<file path="config.mk">
export PLATFORM = sky130hd
export DESIGN_NAME = dma_top
export DESIGN_NICKNAME = d
export VERILOG_FILES = /design/src/source/dma_fifo_pkg.sv /design/src/source/dma_bus_pkg.sv /design/src/source/dma_top.sv /design/src/source/dma_addr_count.sv /design/src/source/word_packer.sv /design/src/source/dma_fifo.sv /design/src/source/cpu_bus_sm.sv
export SDC_FILE = /design/constraint.sdc
export NUM_CORES = 1
export LEC_CHECK = 0
export BUFFER_PORTS_ARGS = -buffer_cell sky130_fd_sc_hd__buf_2
export CAP_MARGIN = 5
export CORE_MARGIN = 2
export CORE_UTILIZATION = 25
export CTS_CLUSTER_DIAMETER = 80
export DETAILED_ROUTE_END_ITERATION = 6
export GPL_TIMING_DRIVEN = 0
export PLACE_DENSITY_LB_ADDON = 0.08
export SLEW_MARGIN = 20
export SYNTH_ARGS = -nofsm -noshare
export SYNTH_HDL_FRONTEND = slang
export SYNTH_SLANG_ARGS = --single-unit
</file>
<file path="constraint.sdc">
create_clock -name BCLK -period 11.8 [get_ports BCLK]
set_input_delay 2.36 -clock BCLK [delete_from_list [all_inputs] [get_ports BCLK]]
set_output_delay 2.36 -clock BCLK [all_outputs]
set_load 0.05 [all_outputs]
</file>
<file path="src/source/dma_fifo_pkg.sv">
// SCSI-side and FIFO definitions for the DMA engine
// sizes of the long-word FIFO, the SCSI half word and the transfer counter
package dma_fifo_pkg;

    localparam int FIFO_DEPTH = 8;
    localparam int PTR_W = $clog2(FIFO_DEPTH);

    // the SCSI side delivers 16 bits at a time
    localparam int HALF_W = 16;

    // transfer length in long words
    localparam int CNT_W = 16;

endpackage

</file>
<file path="src/source/dma_bus_pkg.sv">
// CPU-side bus definitions for the SCSI-to-memory DMA engine
// holds the bus widths, the DSACK port-size code and the bus-master states
// modules refer to these by scoped name
package dma_bus_pkg;

    // 32-bit memory port only
    localparam int ADDR_W = 32;
    localparam int DATA_W = 32;

    // byte step between consecutive long words
    localparam logic [ADDR_W-1:0] ADDR_STEP = 32'd4;

    // {dsack1_n, dsack0_n} as driven by a 32-bit port
    localparam logic [1:0] DSACK_32 = 2'b00;

    // bus-master sequence of the write engine
    typedef enum logic [2:0] {
        IDLE,
        REQ,
        WAIT_GNT,
        OWN,
        ADDR,
        DATA,
        TERM,
        RELEASE
    } cpu_state_t;

endpackage
</file>
<file path="src/source/dma_top.sv">
// SCSI-to-memory DMA write engine
// half words from the SCSI side are packed, queued and written to memory
// as 32-bit bus-master cycles at incrementing addresses
`timescale 1ns/1ps

module dma_top (
    input  logic                           BCLK,
    input  logic                           CCRESET_,
    input  logic                           scsi_wr,
    input  logic [dma_fifo_pkg::HALF_W-1:0] scsi_data,
    output logic                           fifo_full,
    input  logic                           flush,
    output logic                           stop_flush,
    input  logic                           dma_ena,
    input  logic                           load,
    input  logic [dma_bus_pkg::ADDR_W-1:0] start_addr,
    input  logic [dma_fifo_pkg::CNT_W-1:0] word_count,
    output logic                           dma_done,
    output logic                           breq,
    input  logic                           bgrant_n,
    output logic                           bgack,
    output logic                           pas,
    output logic                           pds,
    output logic [dma_bus_pkg::ADDR_W-1:0] addr,
    output logic [dma_bus_pkg::DATA_W-1:0] data_out,
    input  logic                           dsack0_n,
    input  logic                           dsack1_n,
    input  logic                           sterm_n
);

    logic                           fifo_empty;
    logic                           fifo_pop;
    logic                           step;
    logic                           push;
    logic [dma_bus_pkg::DATA_W-1:0] wdata;
    logic                           pending_half;
    logic                           flush_req;

    cpu_bus_sm u_cpu_bus_sm (
        .BCLK         (BCLK),
        .CCRESET_     (CCRESET_),
        .bgrant_n     (bgrant_n),
        .dsack0_n     (dsack0_n),
        .dsack1_n     (dsack1_n),
        .sterm_n      (sterm_n),
        .dma_ena      (dma_ena),
        .flush        (flush),
        .fifo_empty   (fifo_empty),
        .pending_half (pending_half),
        .dma_done     (dma_done),
        .breq         (breq),
        .bgack        (bgack),
        .pas          (pas),
        .pds          (pds),
        .fifo_pop     (fifo_pop),
        .step         (step),
        .flush_req    (flush_req),
        .stop_flush   (stop_flush)
    );

    word_packer u_word_packer (
        .BCLK         (BCLK),
        .CCRESET_     (CCRESET_),
        .scsi_wr      (scsi_wr),
        .scsi_data    (scsi_data),
        .flush_req    (flush_req),
        .full         (fifo_full),
        .push         (push),
        .wdata        (wdata),
        .pending_half (pending_half)
    );

    dma_fifo u_dma_fifo (
        .BCLK     (BCLK),
        .CCRESET_ (CCRESET_),
        .push     (push),
        .wdata    (wdata),
        .pop      (fifo_pop),
        .rdata    (data_out),
        .empty    (fifo_empty),
        .full     (fifo_full)
    );

    dma_addr_count u_dma_addr_count (
        .BCLK       (BCLK),
        .CCRESET_   (CCRESET_),
        .load       (load),
        .start_addr (start_addr),
        .word_count (word_count),
        .step       (step),
        .addr       (addr),
        .dma_done   (dma_done)
    );

endmodule

</file>
<file path="src/source/dma_addr_count.sv">
// memory address and remaining-word counter of the DMA write path
// load takes the start address and length, each step moves on one long word
// dma_done stays high while no words remain
`timescale 1ns/1ps

module dma_addr_count (
    input  logic                           BCLK,
    input  logic                           CCRESET_,
    input  logic                           load,
    input  logic [dma_bus_pkg::ADDR_W-1:0] start_addr,
    input  logic [dma_fifo_pkg::CNT_W-1:0] word_count,
    input  logic                           step,
    output logic [dma_bus_pkg::ADDR_W-1:0] addr,
    output logic                           dma_done
);

    logic [dma_fifo_pkg::CNT_W-1:0] remain;

    // load wins over a step in the same cycle
    always_ff @(posedge BCLK or negedge CCRESET_) begin
        if (!CCRESET_) begin
            addr   <= '0;
            remain <= '0;
        end else if (load) begin
            addr   <= start_addr;
            remain <= word_count;
        end else if (step) begin
            addr   <= addr + dma_bus_pkg::ADDR_STEP;
            remain <= remain - 1'b1;
        end
    end

    assign dma_done = (remain == '0);

    // the bus master must not write past the programmed length
    a_no_step_when_done: assert property (
        @(posedge BCLK) disable iff (!CCRESET_) step |-> !dma_done
    );

endmodule

</file>
<file path="src/source/word_packer.sv">
// joins SCSI half words into long words for the DMA FIFO
// first half of a pair goes to the low lane, second to the high lane
// a finished word waits here while the FIFO is full
// on flush a lone half leaves with the high lane zeroed
`timescale 1ns/1ps

module word_packer (
    input  logic                               BCLK,
    input  logic                               CCRESET_,
    input  logic                               scsi_wr,
    input  logic [dma_fifo_pkg::HALF_W-1:0]    scsi_data,
    input  logic                               flush_req,
    input  logic                               full,
    output logic                               push,
    output logic [dma_bus_pkg::DATA_W-1:0]     wdata,
    output logic                               pending_half
);

    logic [dma_fifo_pkg::HALF_W-1:0] low_q;
    logic [dma_fifo_pkg::HALF_W-1:0] high_q;
    logic have_low;
    logic word_rdy;
    logic pad;

    // lone half with nothing else queued here
    assign pad = flush_req && have_low && !word_rdy && !scsi_wr;

    always_ff @(posedge BCLK or negedge CCRESET_) begin
        if (!CCRESET_) begin
            have_low <= 1'b0;
            word_rdy <= 1'b0;
        end else begin
            if (push) begin
                word_rdy <= 1'b0;
            end
            if (scsi_wr) begin
                have_low <= !have_low;
                if (have_low) begin
                    word_rdy <= 1'b1;
                end
            end else if (pad) begin
                have_low <= 1'b0;
                word_rdy <= 1'b1;
            end
        end
    end

    always_ff @(posedge BCLK) begin
        if (scsi_wr && !have_low) begin
            low_q <= scsi_data;
        end else if (scsi_wr) begin
            high_q <= scsi_data;
        end else if (pad) begin
            high_q <= '0;
        end
    end

    assign push         = word_rdy && !full;
    assign wdata        = {high_q, low_q};
    assign pending_half = have_low || word_rdy;

endmodule

</file>
<file path="src/source/dma_fifo.sv">
// long-word FIFO between the word packer and the bus master
// circular buffer with an occupancy count, head entry shown combinationally
// the writer must watch full and the reader must watch empty
`timescale 1ns/1ps

module dma_fifo (
    input  logic                           BCLK,
    input  logic                           CCRESET_,
    input  logic                           push,
    input  logic [dma_bus_pkg::DATA_W-1:0] wdata,
    input  logic                           pop,
    output logic [dma_bus_pkg::DATA_W-1:0] rdata,
    output logic                           empty,
    output logic                           full
);

    logic [dma_bus_pkg::DATA_W-1:0] mem [dma_fifo_pkg::FIFO_DEPTH];
    logic [dma_fifo_pkg::PTR_W-1:0] wr_ptr;
    logic [dma_fifo_pkg::PTR_W-1:0] rd_ptr;
    logic [dma_fifo_pkg::PTR_W:0]   count;

    always_ff @(posedge BCLK) begin
        if (push) begin
            mem[wr_ptr] <= wdata;
        end
    end

    // pointers wrap on their own since the depth is a power of two
    always_ff @(posedge BCLK or negedge CCRESET_) begin
        if (!CCRESET_) begin
            wr_ptr <= '0;
            rd_ptr <= '0;
            count  <= '0;
        end else begin
            if (push) begin
                wr_ptr <= wr_ptr + 1'b1;
            end
            if (pop) begin
                rd_ptr <= rd_ptr + 1'b1;
            end
            case ({push, pop})
                2'b10:   count <= count + 1'b1;
                2'b01:   count <= count - 1'b1;
                default: count <= count;
            endcase
        end
    end

    assign rdata = mem[rd_ptr];
    assign empty = (count == '0);
    assign full  = (count == (dma_fifo_pkg::PTR_W + 1)'(dma_fifo_pkg::FIFO_DEPTH));

    a_no_overflow: assert property (
        @(posedge BCLK) disable iff (!CCRESET_) push |-> !full
    );

    a_no_underflow: assert property (
        @(posedge BCLK) disable iff (!CCRESET_) pop |-> !empty
    );

endmodule

</file>
<file path="src/source/cpu_bus_sm.sv">
// bus-master control of the DMA write path
// syncs the handshake inputs, requests the bus and runs one long-word
// write per FIFO entry until the FIFO drains or the count runs out
// every strobe comes straight from a flop
`timescale 1ns/1ps

module cpu_bus_sm (
    input  logic BCLK,
    input  logic CCRESET_,
    input  logic bgrant_n,
    input  logic dsack0_n,
    input  logic dsack1_n,
    input  logic sterm_n,
    input  logic dma_ena,
    input  logic flush,
    input  logic fifo_empty,
    input  logic pending_half,
    input  logic dma_done,
    output logic breq,
    output logic bgack,
    output logic pas,
    output logic pds,
    output logic fifo_pop,
    output logic step,
    output logic flush_req,
    output logic stop_flush
);

    // bits 5 to 0 carry bgrant_n dsack1_n dsack0_n sterm_n dma_ena flush
    logic [5:0] sync_1;
    logic [5:0] sync_2;
    logic grant;
    logic ack;
    logic ena;
    logic work;
    dma_bus_pkg::cpu_state_t state;

    // two-flop synchronizers, idle levels out of reset
    always_ff @(posedge BCLK or negedge CCRESET_) begin
        if (!CCRESET_) begin
            sync_1 <= 6'b111100;
            sync_2 <= 6'b111100;
        end else begin
            sync_1 <= {bgrant_n, dsack1_n, dsack0_n, sterm_n, dma_ena, flush};
            sync_2 <= sync_1;
        end
    end

    assign grant     = !sync_2[5];
    assign ack       = (sync_2[4:3] == dma_bus_pkg::DSACK_32) || !sync_2[2];
    assign ena       = sync_2[1];
    assign flush_req = sync_2[0];

    // data waiting and words still owed
    assign work = ena && !fifo_empty && !dma_done;

    always_ff @(posedge BCLK or negedge CCRESET_) begin
        if (!CCRESET_) begin
            state    <= dma_bus_pkg::IDLE;
            breq     <= 1'b0;
            bgack    <= 1'b0;
            pas      <= 1'b0;
            pds      <= 1'b0;
            fifo_pop <= 1'b0;
            step     <= 1'b0;
        end else begin
            fifo_pop <= 1'b0;
            step     <= 1'b0;
            case (state)
                dma_bus_pkg::IDLE: begin
                    if (work) begin
                        state <= dma_bus_pkg::REQ;
                        breq  <= 1'b1;
                    end
                end
                // arbiter gets a full cycle of breq before grant is looked at
                dma_bus_pkg::REQ: begin
                    state <= dma_bus_pkg::WAIT_GNT;
                end
                dma_bus_pkg::WAIT_GNT: begin
                    if (grant) begin
                        state <= dma_bus_pkg::OWN;
                        breq  <= 1'b0;
                        bgack <= 1'b1;
                    end
                end
                // bus held between cycles, fifo and count flags have settled
                dma_bus_pkg::OWN: begin
                    if (work) begin
                        state <= dma_bus_pkg::ADDR;
                        pas   <= 1'b1;
                    end else begin
                        state <= dma_bus_pkg::RELEASE;
                        bgack <= 1'b0;
                    end
                end
                // hold off until the last acknowledge has gone away
                dma_bus_pkg::ADDR: begin
                    if (!ack) begin
                        state <= dma_bus_pkg::DATA;
                        pds   <= 1'b1;
                    end
                end
                dma_bus_pkg::DATA: begin
                    if (ack) begin
                        state    <= dma_bus_pkg::TERM;
                        pas      <= 1'b0;
                        pds      <= 1'b0;
                        fifo_pop <= 1'b1;
                        step     <= 1'b1;
                    end
                end
                dma_bus_pkg::TERM: begin
                    state <= dma_bus_pkg::OWN;
                end
                dma_bus_pkg::RELEASE: begin
                    if (!grant) begin
                        state <= dma_bus_pkg::IDLE;
                    end
                end
                default: begin
                    state <= dma_bus_pkg::IDLE;
                end
            endcase
        end
    end

    // set once the packer and fifo are both drained, held until flush drops
    always_ff @(posedge BCLK or negedge CCRESET_) begin
        if (!CCRESET_) begin
            stop_flush <= 1'b0;
        end else if (!flush_req) begin
            stop_flush <= 1'b0;
        end else if (!pending_half && fifo_empty) begin
            stop_flush <= 1'b1;
        end
    end

    a_pds_inside_pas: assert property (
        @(posedge BCLK) disable iff (!CCRESET_) pds |-> pas
    );

    a_pop_has_data: assert property (
        @(posedge BCLK) disable iff (!CCRESET_) fifo_pop |-> !fifo_empty
    );

    // request and ownership never overlap on the bus
    a_req_ack_apart: assert property (
        @(posedge BCLK) disable iff (!CCRESET_) !(breq && bgack)
    );

endmodule

</file>
=== Word-level counts from Yosys, hierarchy flattened ===
Memories as Yosys holds them, arrays and structs flattened.
Index checks and enable logic that the tools add are counted.
Widths: inputs -> output; s select.

* Multiplexer cells: 36
* Add/subtract/negate cells: 6
* Bitwise operators: 1
* Eq/ne operators: 18
* Reductions and logical operators: 35

{| class="wikitable"
|+ Operator list
! cell !! count
|-
| $mux 16 || 4
|-
| $mux 32 || 2
|-
| $add 32x3->32 const B || 1
|-
| $pmux 3 s8 || 1
|-
| $mux 1 || 18
|-
| $logic_not 16->1 || 1
|-
| $sub 16x1->16 const B || 1
|-
| $mux 3 || 5
|-
| $reduce_bool 2->1 || 7
|-
| $eq 3x3->1 const B || 4
|-
| $reduce_and 3->1 || 4
|-
| $logic_and 1x1->1 || 8
|-
| $logic_not 1->1 || 8
|-
| $ne 2x1->1 const B || 4
|-
| $ne 2x2->1 const B || 4
|-
| $pmux 1 s2 || 4
|-
| $pmux 4 s2 || 1
|-
| $add 3x1->3 const B || 2
|-
| $eq 3x2->1 const B || 2
|-
| $reduce_and 5->1 || 1
|-
| $add 4x1->4 const B || 1
|-
| $eq 4x4->1 const B || 1
|-
| $logic_not 4->1 || 1
|-
| $sub 4x1->4 const B || 1
|-
| other kinds (9) || 10
|}

* Output and inout port bits: 71
* Bits in registers: 113
* Memories: 1
* Input port bits: 74
* Word-level logic and storage cells: 115
* Memory bits (writable): 256

{| class="wikitable"
|+ Memories
! memory !! words !! width !! rd ports !! clocked after Yosys merged registers in !! wr ports !! line !! text
|-
| u_dma_fifo.mem || 8 || 32 || 1 || 0 || 1 || dma_fifo.sv:17 || <nowiki>logic [dma_bus_pkg::DATA_W-1:0] mem [dma_fifo_pkg::FIFO_DEPTH];</nowiki>
|}

=== Logic depth before layout (Yosys ltp) ===
Gate-level depths: netlist of the first run.

* Depth after elaboration: 6
* Mapped depth: 11
* Gate-level depth less buffers: 10

=== By module ===
A second synthesis of the first run with hierarchy kept.

* Cell total of the unflattened synthesis: 848
* Area total of the unflattened synthesis: 14,871.8 um^2

{| class="wikitable"
|+ By module, submodules not included
! module !! area an instance (um^2) !! cells an instance !! seq. area each (um^2) !! times used
|-
| dma_fifo || 10,207.3 || 424 || 7,937.6 || 1
|-
| dma_addr_count || 2,688.8 || 305 || 1,201.2 || 1
|-
| word_packer || 1,191.1 || 61 || 1,011.0 || 1
|-
| cpu_bus_sm || 784.5 || 58 || 535.5 || 1
|}

=== Worst setup path after synthesis of the first run ===
Ideal clock, no wire load.

* Path type: reg2reg
* From: reg u_dma_fifo.count[1] (netlist bit)
* To: mem u_dma_fifo.mem[2][0] (netlist bit) (enable)
* Required time: 11.287 ns
* Setup time: 0.513 ns
* Path buffers: 1
* Clock period less this slack: 5.166 ns
* Data arrival time: 4.653 ns
* Stages on the path, launching flop included: 6
* Slack: 6.634 ns
* Cells stage by stage: dfrtp_1 > clkbuf_1 > nor4b_1 > nor2_1 > inv_1 > nor4b_1

* Word-level cells in the longest chain between the ends: 5

{| class="wikitable"
|+ RTL lines
! element !! line !! text
|-
| from (decl) || dma_fifo.sv:20 || <nowiki>logic [dma_fifo_pkg::PTR_W:0] count;</nowiki>
|-
| from (signal assigned) || dma_fifo.sv:42 || <nowiki>2'b10: count <= count + 1'b1;</nowiki>
|-
| from (signal assigned) || dma_fifo.sv:43 || <nowiki>2'b01: count <= count - 1'b1;</nowiki>
|-
| from (signal assigned) || dma_fifo.sv:44 || <nowiki>default: count <= count;</nowiki>
|-
| $eq 4x4->1 || dma_fifo.sv:51 || <nowiki>assign full = (count == (dma_fifo_pkg::PTR_W + 1)'(dma_fifo_pkg::FIFO_DEPTH));</nowiki>
|-
| named net fifo_full || dma_top.sv:11 || <nowiki>output logic fifo_full,</nowiki>
|-
| $logic_not 1->1 || word_packer.sv:58 || <nowiki>assign push = word_rdy && !full;</nowiki>
|-
| $logic_and 1x1->1 || word_packer.sv:58 ||
|-
| $mux 1 || dma_fifo.sv:23 || <nowiki>if (push) begin</nowiki>
|-
| $mux 1 (not written as such) || dma_fifo.sv:24 || <nowiki>mem[wr_ptr] <= wdata;</nowiki>
|-
| to (decl) || dma_fifo.sv:17 ||
|}

The timed path passes the listed nets, and every way through them passes these cells.

=== Worst setup path in the final report of the first run ===
* From: reg u_dma_fifo.rd_ptr[1] (netlist bit)
* To: out data_out[18] (netlist bit)

* Word-level cells in the longest chain between the ends: 1

{| class="wikitable"
|+ RTL lines
! element !! line !! text
|-
| from (decl) || dma_fifo.sv:19 || <nowiki>logic [dma_fifo_pkg::PTR_W-1:0] rd_ptr;</nowiki>
|-
| from (signal assigned) || dma_fifo.sv:39 || <nowiki>rd_ptr <= rd_ptr + 1'b1;</nowiki>
|-
| $mem_v2 8x32 || - ||
|-
| to (decl) || dma_top.sv:25 || <nowiki>output logic [dma_bus_pkg::DATA_W-1:0] data_out,</nowiki>
|}

Every way passes these cells.

==> flow_summary.yaml, run 1 <==
place:
  placement.io_buffers: 143
  placed_cells: 1813
  post-place-ws_ps: 6710
  gp_congestion: 0.730
  dp_hpwl_mm: 27.3
sta:
  worst_pin_slew_ps: 971
  finalSetupTns_ps: 0
  setup_viol: 0
  max_freq_mhz: 176
  slew_violations: 0
  fin_ws_ps: 6110
  final-hold-violation-count: 0
  finClkSkew_ps: 15.5
  rsz0062_at_grt: "no"
  relSlewSlack_pct: 35.2
  period_share_pct: 48.2
  whs_ps: 350
  period_minus_slack_ps: 5690
setup_path:
  reg2reg_slack_ps: 8870
  end_kind: "output port"
  crit_end: "data_out[18]"
  cp_data_required_time_ps: 9440
  cp_max_fo: 10
  path_class: "register to output port"
  reg2reg_from: "u_dma_fifo.count[1]"
  start_kind: "register"
  r2r_cells: 7
  cp-startpoint: "u_dma_fifo.rd_ptr[1]"
  r2r-end: "u_dma_fifo.mem[2][15]"
  cp.arrival_ps: 3330
yosys:
  synth-main-ff-cell: "edfxtp_1"
  synth.area.top_cells: "edfxtp_1, dfrtp_1, mux4_2"
  syn_nets: 930
  yosys.area_share.adder_pct: 0.594
  synthArstFlopShare_pct: 22.0
  yosys.area_share.simple_pct: 6.99
  yosys.area_share.xor_xnor_pct: 2.14
  synthMuxAreaShare_pct: 12.7
  ys_ff_latch: 369
  ys_seq_area_share_pct: 72.5
  synth_compound_area_share_pct: 3.48
  avgSynthCellArea_sq_um: 17.4
  netlist_instances: 849
  ys.warnings.count: 0
  synth_top_cell_by_area: "edfxtp_1"
  synth_edf_count: 288
  synth_top_family_by_area: "multiplexers"
  synth_top_cell_area_share_pct: 58.7
  syn-cell-area_sq_um: 14700
  synth_cell_types: 50
drt:
  viasPerCell: 4.41
  first_pass_iters: 5
  drt_iter0_markers: 428
  drc_errors: 0
  routedWlPerCell_um: 20.9
  vias: 8351
  routed_wirelength_mm: 39.6
  final_antenna_net_count: 0
pwr:
  leakagePower_nw: 6.37
  power_per_cell_area_nw_per_um2: 233
  peakVddDrop_v: 0.000136
clocking:
  postCtsSetupRepairBufs: 0
  cts_root_buf: "clkbuf_16"
  cts_sinks: 369
  cts.hold.buffers_added: 0
  clock_latency_ps: 590
  cts.path.max_buffers: 3
  cts_buffers: 44
  h-tree-depth: 2
  cts.clk_slew.worst_paths_ps: 60
  cts_resized: 0
  cts_tree: "built"
final_layout:
  area_growth_pct: 24.1
  fin_nets: 1167
  final_util_pct: 31.2
  instances_no_fill: 1894
  layout-drive-gt1-share_pct: 34.4
job:
  cap_violations: 0
worst_hold_path:
  hold_path_class: "register to register"
global_routing:
  grt_antenna_before_repair: 5
  grt_start_max_net_pins: 66
  overflow: 0
  grt_pass1_vias: 8839
  grtUsageTotal_pct: 13.2
  grt_pass1_wl_mm: 58.5
floorplan:
  row_count: 89
  core_sq_um: 58700
  die_area_sq_um: 60900
  io_pins: 145
  initial_core_util_pct: 25.1
  die_x_um: 247
  die_h_um: 247
run_status:
  status: "finished clean"
kinds of logic (layout without fill, tap and decap cells):
| group | after synthesis | after routing |
|---|---|---|
| AOI/OAI and AO/OA | 86 | 86 |
| xor gates and xnor gates | 36 | 36 |
| adders and majority gates | 7 | 7 |
| buffers and inverters | 55 | 324 |
| DFF | 369 | 369 |
| muxes | 103 | 103 |
| other | 0 | 3 |
| and+or+nand+nor | 193 | 193 |
cell usage in the layout (no fill, tap or decap), types with 14 or more instances in the layout:
master and n:
xnor2_1 26, buf_2 160, nand3_1 14, clkbuf_16 44
dfrtp_1 73, buf_4 25, nand2_1 54, and2_1 18
mux4_2 64, clkbuf_1 44, mux2_2 37, nor2_1 24
o21ai_0 43, edfxtp_1 288, a31oi_1 17
per-stage QoR:
| step | instance area (sq um) | power [mW] |
|---|---|---|
| global placement | 16400 | 3.01 |
| finish | 18300 | 4.26 |
| CTS | 18300 | 4.35 |
| detailed placement | 16900 | 3.04 |
| floorplan | 14700 | 2.61 |
| global route | 18300 | 4.48 |
state kept, by name, indices dropped and copies added (netlist names):
register                 flops
u_cpu_bus_sm.bgack           1
u_word_packer.high_q        16
u_cpu_bus_sm.sync_2          6
u_dma_fifo.mem             256
u_dma_addr_count.addr       32
u_cpu_bus_sm.pas             1
u_cpu_bus_sm.breq            1
u_word_packer.word_rdy       1
u_word_packer.have_low       1
u_cpu_bus_sm.sync_1          6
u_cpu_bus_sm.pds             1
u_word_packer.low_q         16
u_cpu_bus_sm.fifo_pop        1
u_dma_fifo.wr_ptr            3
u_cpu_bus_sm.state           3
u_dma_fifo.rd_ptr            3
u_dma_fifo.count             4
u_dma_addr_count.remain     16
u_cpu_bus_sm.stop_flush      1
power breakdown:
group | internal (mW) | leakage [nW] | switching [mW]
Sequential | 1.56 | 3.57 | 0.0849
Combinational | 0.472 | 2.14 | 0.860
Clock | 0.734 | 0.662 | 0.550
how the worst min path moves through the flow:
stage | startpoint | to | cells past startpoint
after floorplan | u_cpu_bus_sm.sync_1[0] | u_cpu_bus_sm.sync_2[0] | 0
after detailed placement | u_cpu_bus_sm.sync_1[0] | u_cpu_bus_sm.sync_2[0] | 0
final | u_cpu_bus_sm.sync_1[0] | u_cpu_bus_sm.sync_2[0] | 0
after global placement | u_cpu_bus_sm.sync_1[1] | u_cpu_bus_sm.sync_2[1] | 0
after CTS | u_cpu_bus_sm.sync_1[0] | u_cpu_bus_sm.sync_2[0] | 0
after global routing | u_cpu_bus_sm.sync_1[0] | u_cpu_bus_sm.sync_2[0] | 0
critical path: stages (launching register included):
cell and delay [ps]:
dfrtp_1 400, clkbuf_1 590, clkbuf_1 790, mux4_2 420
mux2_2 310, buf_2 220
cell type report:
class                   instances  area (sq um)
repair buffers                191          1150
clock buffers                  60          1190
fillers                      5821         40400
clock inverters                18           173
diodes                          3          7.51
multi-input cells             425          3880
plain buffers                  42           185
well taps                     773           967
flip-flops and latches        369         10700
inverters                      13          48.8
Yosys cell counts (2+ instances only):
library cell  number
dfstp_2            8
and2_1            18
nand4_2            2
a21oi_1            5
dfrtp_1           73
buf_2              6
nor3b_1            6
nor4b_1            2
inv_1             13
nor2b_1            4
xor2_1            10
or4_1             13
nand3b_1           2
nor3_1            16
o41ai_1            2
mux2i_1            2
mux2_2            37
and3_1             3
ha_1               7
xnor2_1           26
nand3_1           14
edfxtp_1         288
or3_1              8
o31ai_1            9
buf_6              2
nor2_1            25
clkbuf_1          32
o21ai_0           43
mux4_2            64
a31oi_1           17
nand2_1           54
a21o_1             2
nand4_1           10
nor4_1            10
per-layer routing:
layer	track usage [%]	up-vias	wire, um
met4	4.46	6	945
met1	17.8	4273	18100
met2	21.0	188	18500
met3	2.98	66	2040
met5	0	-	41
li1	-	3818	-
No activity file was read; power rests on OpenSTA's default activity.
==> run 2, diff against run 1 <==
--- a/config.mk
+++ b/config.mk
@@ -5,6 +5,7 @@
 export SDC_FILE = /design/constraint.sdc
 export NUM_CORES = 1
 export LEC_CHECK = 0
+export ABC_AREA = 1
 export BUFFER_PORTS_ARGS = -buffer_cell sky130_fd_sc_hd__buf_2
 export CAP_MARGIN = 5
 export CORE_MARGIN = 2
==> constraint.sdc (replaced) <==
create_clock -name BCLK -period 5.5 [get_ports BCLK]
set_input_delay 1.1 -clock BCLK [delete_from_list [all_inputs] [get_ports BCLK]]
set_output_delay 1.1 -clock BCLK [all_outputs]
set_load 0.05 [all_outputs]
==> run 2 against run 1 <==
Compared with the run above:
- sequential share of layout area shrank 3.4 points
- setup slack lost 4700 ps
- sequential cell count is the same
- via count grew 33%
- register-to-register slack lost 5800 ps
==> flow_summary.yaml, run 2 <==
run_status:
  status: "finished clean"
place:
  dp_hpwl_mm: 34.7
  post-place-ws_ps: 2020
  placed_cells: 2443
  gp_congestion: 0.791
  placement.io_buffers: 143
  dpl_cell_area_sq_um: 18000
final_layout:
  instances_no_fill: 2527
  fin_nets: 1734
  reg.largest.list: "u_dma_fifo.mem (256), u_dma_addr_count.addr (32)"
  stdcell_area_sq_um: 19400
  n_antenna_cell: 0
  regMostFlops: "u_dma_fifo.mem"
  area_growth_pct: 23.3
  mostFrequentLayoutCell: "nand2_1"
  layout-drive-gt1-share_pct: 18.3
  largest_reg_flops: 256
  layout_common_cells: "nand2_1, edfxtp_1, nor2_1"
setup_path:
  critPathSlowestCell: "buf_1"
  cp.arrival_ps: 2960
  reg2reg_slack_ps: 3050
  path_buf_inv: 4
  cp_data_required_time_ps: 4400
  start_kind: "register"
  critical_path.max_stage_delay_ps: 620
  r2r_cells: 8
  path_depth: 6
  reg2reg_from: "u_dma_fifo.count[0]"
  worstPathCellList: "inv_1 -> buf_2 -> buf_1 -> a21oi_1 -> a31oi_1 -> buf_2"
  end_kind: "output port"
  cp_max_fo: 10
  r2r-end: "u_dma_fifo.mem[1][30]"
  crit_top_cell: "buf_2"
  crit_family: "buffers and inverters"
  path_class: "register to output port"
drt:
  final_antenna_net_count: 0
  first_pass_iters: 4
  vias: 11100
  drc_errors: 0
  drt_iter0_markers: 738
  viasPerCell: 4.40
  routedWlPerCell_um: 19.5
  routed_wirelength_mm: 49.3
yosys:
  ys.warnings.count: 0
  synth.area.top_cells: "edfxtp_1, dfrtp_1, nand2_1"
  syn_nets: 1527
  avgSynthCellArea_sq_um: 10.9
  synth_cell_types: 38
  synth_top_cell_area_share_pct: 55.0
  syn-cell-area_sq_um: 15700
  synth_common_cells: "nand2_1, edfxtp_1, nor2_1, o21ai_0, dfrtp_1"
  synth_top_cell_by_area: "edfxtp_1"
  yosysMostFrequentCell: "nand2_1"
  synthArstFlopShare_pct: 22.0
  synth_edf_count: 288
  ys_seq_area_share_pct: 67.9
  synth-main-ff-cell: "edfxtp_1"
  netlist_instances: 1446
  ys_ff_latch: 369
clocking:
  cts.path.max_buffers: 3
  clock_latency_ps: 600
  cts_tree: "built"
  cts_buffers: 45
  cts.hold.buffers_added: 0
  postCtsSetupRepairBufs: 0
  cts_resized: 0
  cts.clk_slew.worst_paths_ps: 60
  cts_root_buf: "clkbuf_16"
  cts_sinks: 369
  h-tree-depth: 2
sta:
  finalSetupTns_ps: 0
  slew_violations: 0
  rsz0062_at_grt: "no"
  finClkSkew_ps: 28.0
  final-hold-violation-count: 0
  period_share_pct: 73.8
  relSlewSlack_pct: 48.0
  setup_viol: 0
  max_freq_mhz: 246
  fin_ws_ps: 1440
  period_minus_slack_ps: 4060
  worst_pin_slew_ps: 779
floorplan:
  die_x_um: 255
  core_sq_um: 61900
  initial_core_util_pct: 25.4
  row_count: 91
  die_area_sq_um: 65000
  die_h_um: 255
  io_pins: 145
pwr:
  leakagePower_nw: 7.45
  p_total_mw: 10.6
  peakVddDrop_v: 0.000210
  power_per_cell_area_nw_per_um2: 544
global_routing:
  gr-usage-met3_pct: 2.54
  overflow: 0
  grtUsageTotal_pct: 15.3
  grt_antenna_before_repair: 0
  top_usage_layer: "met2"
  use_met2_pct: 25.3
  grt_pass1_vias: 11200
  grt_start_max_net_pins: 67
  grt_pass1_wl_mm: 72.9
  use_met1_pct: 20.6
job:
  cap_violations: 0
worst_hold_path:
  hold_path_class: "input port to async pin"
## run 2: cell count changes after synthesis, moves of 13 or more
| cell | before | now |
|---|---|---|
| a21oi_1 | 5 | 41 |
| a22oi_1 | 0 | 32 |
| a31oi_1 | 17 | 32 |
| and2_1 | 18 | 0 |
| inv_1 | 13 | 60 |
| mux2_2 | 37 | 0 |
| mux4_2 | 64 | 0 |
| nand2_1 | 54 | 337 |
| nor2_1 | 25 | 235 |
| o21ai_0 | 43 | 127 |
| o21ai_1 | 1 | 18 |
| or4_1 | 13 | 0 |
| xnor2_1 | 26 | 9 |
## run 2: power by group
part	switching [mW]	internal (mW)
sequential	0.326	3.57
clock	1.22	1.62
combinational	2.84	0.969
total	4.39	6.16
## run 2: worst max-delay path by stage
stage | start | endpoint | slack [ps]
3_3_place_gp | u_dma_fifo.count[0] | u_dma_fifo.mem[0][20] | 770
3_5_place_dp | u_dma_fifo.rd_ptr[0] | data_out[0] | 2020
5_1_grt | u_dma_fifo.rd_ptr[0] | data_out[0] | 1300
4_1_cts | u_dma_fifo.rd_ptr[0] | data_out[29] | 1350
2_1_floorplan | u_dma_addr_count.remain[0] | dma_done | 2020
6_report | u_dma_fifo.rd_ptr[1] | data_out[0] | 1440
## run 2: cells by family (layout without fill, tap and decap cells)
kind of cell / Yosys count / after routing / share of synthesized area [%]
simple gates: 651 / 651 / 17.1
xor+xnor: 26 / 26 / 1.45
compound gates: 263 / 263 / 9.38
buf+inv: 130 / 374 / 3.64
fa+ha+maj: 7 / 7 / 0.557
flops: 369 / 369 / 67.9
## run 2: metal layers
layer / vias up / share of wire (%)
met5: - / 0
met4: 0 / 2.1
met3: 59 / 4.3
met2: 212 / 47
met1: 5434 / 46
li1: 5405 / -
## run 2: worst reg2reg max path, stage by stage (launching register included)
cell	delay, ps
dfrtp_1	430
nor2_1	110
nand3_1	140
nand2_1	160
inv_1	150
nand2_1	240
nor2_4	530
buf_16	230
buf_16	160
## run 2: metrics by stage
step / hold WS [ps] / util (%)
floorplan: 331 / -
global placement: 339 / 28.2
detailed placement: 335 / 29.0
CTS: 311 / 31.3
global route: 333 / 31.3
finish: 341 / 31.3
## run 2: cell type report
cell class,count,area (sq um)
fillers,6473,42500
flip-flops and latches,369,10700
multi-input cells,947,4540
clock buffers,60,1220
repair buffers,160,1140
well taps,837,1050
plain buffers,64,325
inverters,66,248
clock inverters,24,193
==> run 3, diff against run 2 <==
--- a/config.mk
+++ b/config.mk
@@ -5,7 +5,7 @@
 export SDC_FILE = /design/constraint.sdc
 export NUM_CORES = 1
 export LEC_CHECK = 0
-export ABC_AREA = 1
+export ABC_AREA = 0
 export BUFFER_PORTS_ARGS = -buffer_cell sky130_fd_sc_hd__buf_2
 export CAP_MARGIN = 5
 export CORE_MARGIN = 2
==> constraint.sdc (replaced) <==
create_clock -name BCLK -period 3.7 [get_ports BCLK]
set_input_delay 0.74 -clock BCLK [delete_from_list [all_inputs] [get_ports BCLK]]
set_output_delay 0.74 -clock BCLK [all_outputs]
set_load 0.05 [all_outputs]
==> run 3 against run 2 <==
Compared with the run above:
- final cell count fell by 25%
- register-to-register slack worse by 2100 ps
- first-iteration DRC count shrank 47%
- design area shrank 4.3%
- wire length fell by 20%
- clock power is 66% higher
- count of clock-buffer cells in the layout down 3
- die area decreased by 6.2%
- power increased by 35%
- critical path type unchanged
- largest cell class unchanged
==> flow_summary.yaml, run 3 (same netlist as run 1, synthesis figures left out) <==
run_status:
  status: "finished clean"
floorplan:
  row_count: 89
  core_sq_um: 58700
  die_h_um: 247
  io_pins: 145
  die_x_um: 247
  die_area_sq_um: 60900
  initial_core_util_pct: 25.1
sta:
  period_minus_slack_ps: 3460
  finClkSkew_ps: 15.5
  relSlewSlack_pct: 37.3
  slew_violations: 0
  max_freq_mhz: 289
  fin_ws_ps: 237
  period_share_pct: 93.6
  setup_viol: 0
  final-hold-violation-count: 0
  rsz0062_at_grt: "no"
  worst_pin_slew_ps: 941
drt:
  viasPerCell: 4.41
  routedWlPerCell_um: 20.9
  final_antenna_net_count: 0
  first_pass_iters: 5
  drc_errors: 0
  drt_iter0_markers: 394
  vias: 8324
  routed_wirelength_mm: 39.4
setup_path:
  critical_path.max_stage_delay_ps: 540
  reg2reg_slack_ps: 930
  path_buf_inv: 3
  r2r_cells: 8
  start_kind: "register"
  cp_max_fo: 10
  cp_data_required_time_ps: 2960
  end_kind: "output port"
  path_depth: 5
  reg2reg_from: "u_dma_fifo.count[1]"
  critPathSlowestCell: "mux4_2"
  worstPathCellList: "clkbuf_2 -> clkbuf_4 -> mux4_2 -> mux2_2 -> buf_2"
  cp.arrival_ps: 2720
  r2r-end: "u_dma_fifo.mem[5][17]"
  crit_family: "buffers and inverters"
  cp-startpoint: "u_dma_fifo.rd_ptr[0]"
  path_class: "register to output port"
place:
  placed_cells: 1803
  gp_congestion: 0.730
  placement.io_buffers: 143
  dpl_cell_area_sq_um: 16900
  post-place-ws_ps: 267
  dp_hpwl_mm: 26.8
pwr:
  p_comb_share_pct: 29.9
  p_total_mw: 14.2
  leakagePower_nw: 6.47
  switchingPower_mw: 4.79
  peakVddDrop_v: 0.000451
  clkPwrFrac_pct: 33.1
  switching_share_pct: 33.7
  internal_power_mw: 9.43
  power_per_cell_area_nw_per_um2: 766
  seq_power_share_pct: 37.0
global_routing:
  grt_pass1_vias: 8767
  overflow: 0
  grtUsageTotal_pct: 13.0
  grt_antenna_before_repair: 5
  grt_start_max_net_pins: 69
  grt_pass1_wl_mm: 58.0
job:
  cap_violations: 0
final_layout:
  layout-drive-gt1-share_pct: 35.3
  stdcell_area_sq_um: 18600
  largest_reg_flops: 256
  layout_common_cells: "edfxtp_1, buf_2, dfrtp_1"
  mostFrequentLayoutCell: "edfxtp_1"
  area_growth_pct: 25.9
  regMostFlops: "u_dma_fifo.mem"
  instances_no_fill: 1889
  fill_cells: 5792
  fin_nets: 1159
  reg.largest.list: "u_dma_fifo.mem (256), u_dma_addr_count.addr (32)"
worst_hold_path:
  min_path_cells: 1
  hold_start: "dsack0_n"
  hold_path_class: "input port to register"
  min_to: "u_cpu_bus_sm.sync_1[3]"
clocking:
  clock_latency_ps: 580
  cts_sinks: 369
  h-tree-depth: 2
  cts.path.max_buffers: 3
  cts.clk_slew.worst_paths_ps: 50
  cts_buffers: 45
  cts_root_buf: "clkbuf_16"
  cts_tree: "built"
==> run 3: cell types whose count changed in the layout (fill, tap and decap cells not counted), moves of 35 or more <==
cell,delta
a21oi_1,-35
inv_1,-47
mux2_2,+37
mux4_2,+64
nand2_1,-283
nor2_1,-202
o21ai_0,-84
==> run 3: worst reg2reg max path, delay by kind of cell, from the launching register on <==
family / cells / cell delay (ps)
flops: 1 / 310
buf+inv: 4 / 930
simple gates: 4 / 1250
==> run 3: power groups by stage <==
stage	registers [mW]	logic [mW]	clock network, mW
floorplan	5.45	2.88	0
global placement	5.38	4.24	0
detailed placement	5.34	4.37	0
CTS	5.26	4.40	4.87
global route	5.32	4.57	5.02
finish	5.25	4.25	4.71
==> run 3: per-layer routing <==
layer	track usage (%)	vias to the layer above	wire length, um
met5	0	-	39
met4	3.60	6	814
met3	3.32	65	1860
met2	21.5	181	19000
met1	17.0	4254	17700
li1	-	3818	-
==> run 3: final cells by class <==
type	count	area, sq um	area share [%]
flip-flops and latches	369	10700	57.6
multi-input cells	425	3910	21.1
clock buffers	57	1230	6.64
repair buffers	182	1150	6.19
well taps	773	967	5.21
clock inverters	27	358	1.93
plain buffers	42	213	1.15
inverters	13	48.8	0.263
diodes	1	2.50	0.0135
==> run 3: how the worst max path moves through the flow <==
stage,end,slack [ps]
detailed placement,data_out[22],270
global placement,u_dma_fifo.mem[6][14],-3990
global route,data_out[22],50
CTS,data_out[19],3
finish,data_out[19],240
floorplan,u_dma_fifo.mem[6][0],-300
==> run 3: metrics by stage <==
step	util, %	hold slack [ps]	TNS, ps
after global placement	28.0	335	-741830
after detailed placement	28.9	338	0
after floorplan	-	331	-28450
after CTS	31.6	220	0
after global routing	31.6	227	0
final	31.6	268	0
==> run 3: repair_timing <==
action	CTS	global route
hold buffers	1	0
hold endpoints to repair	13	0
buffers inserted	0	0
setup endpoints to repair	32	12
gates resized for setup	12	2
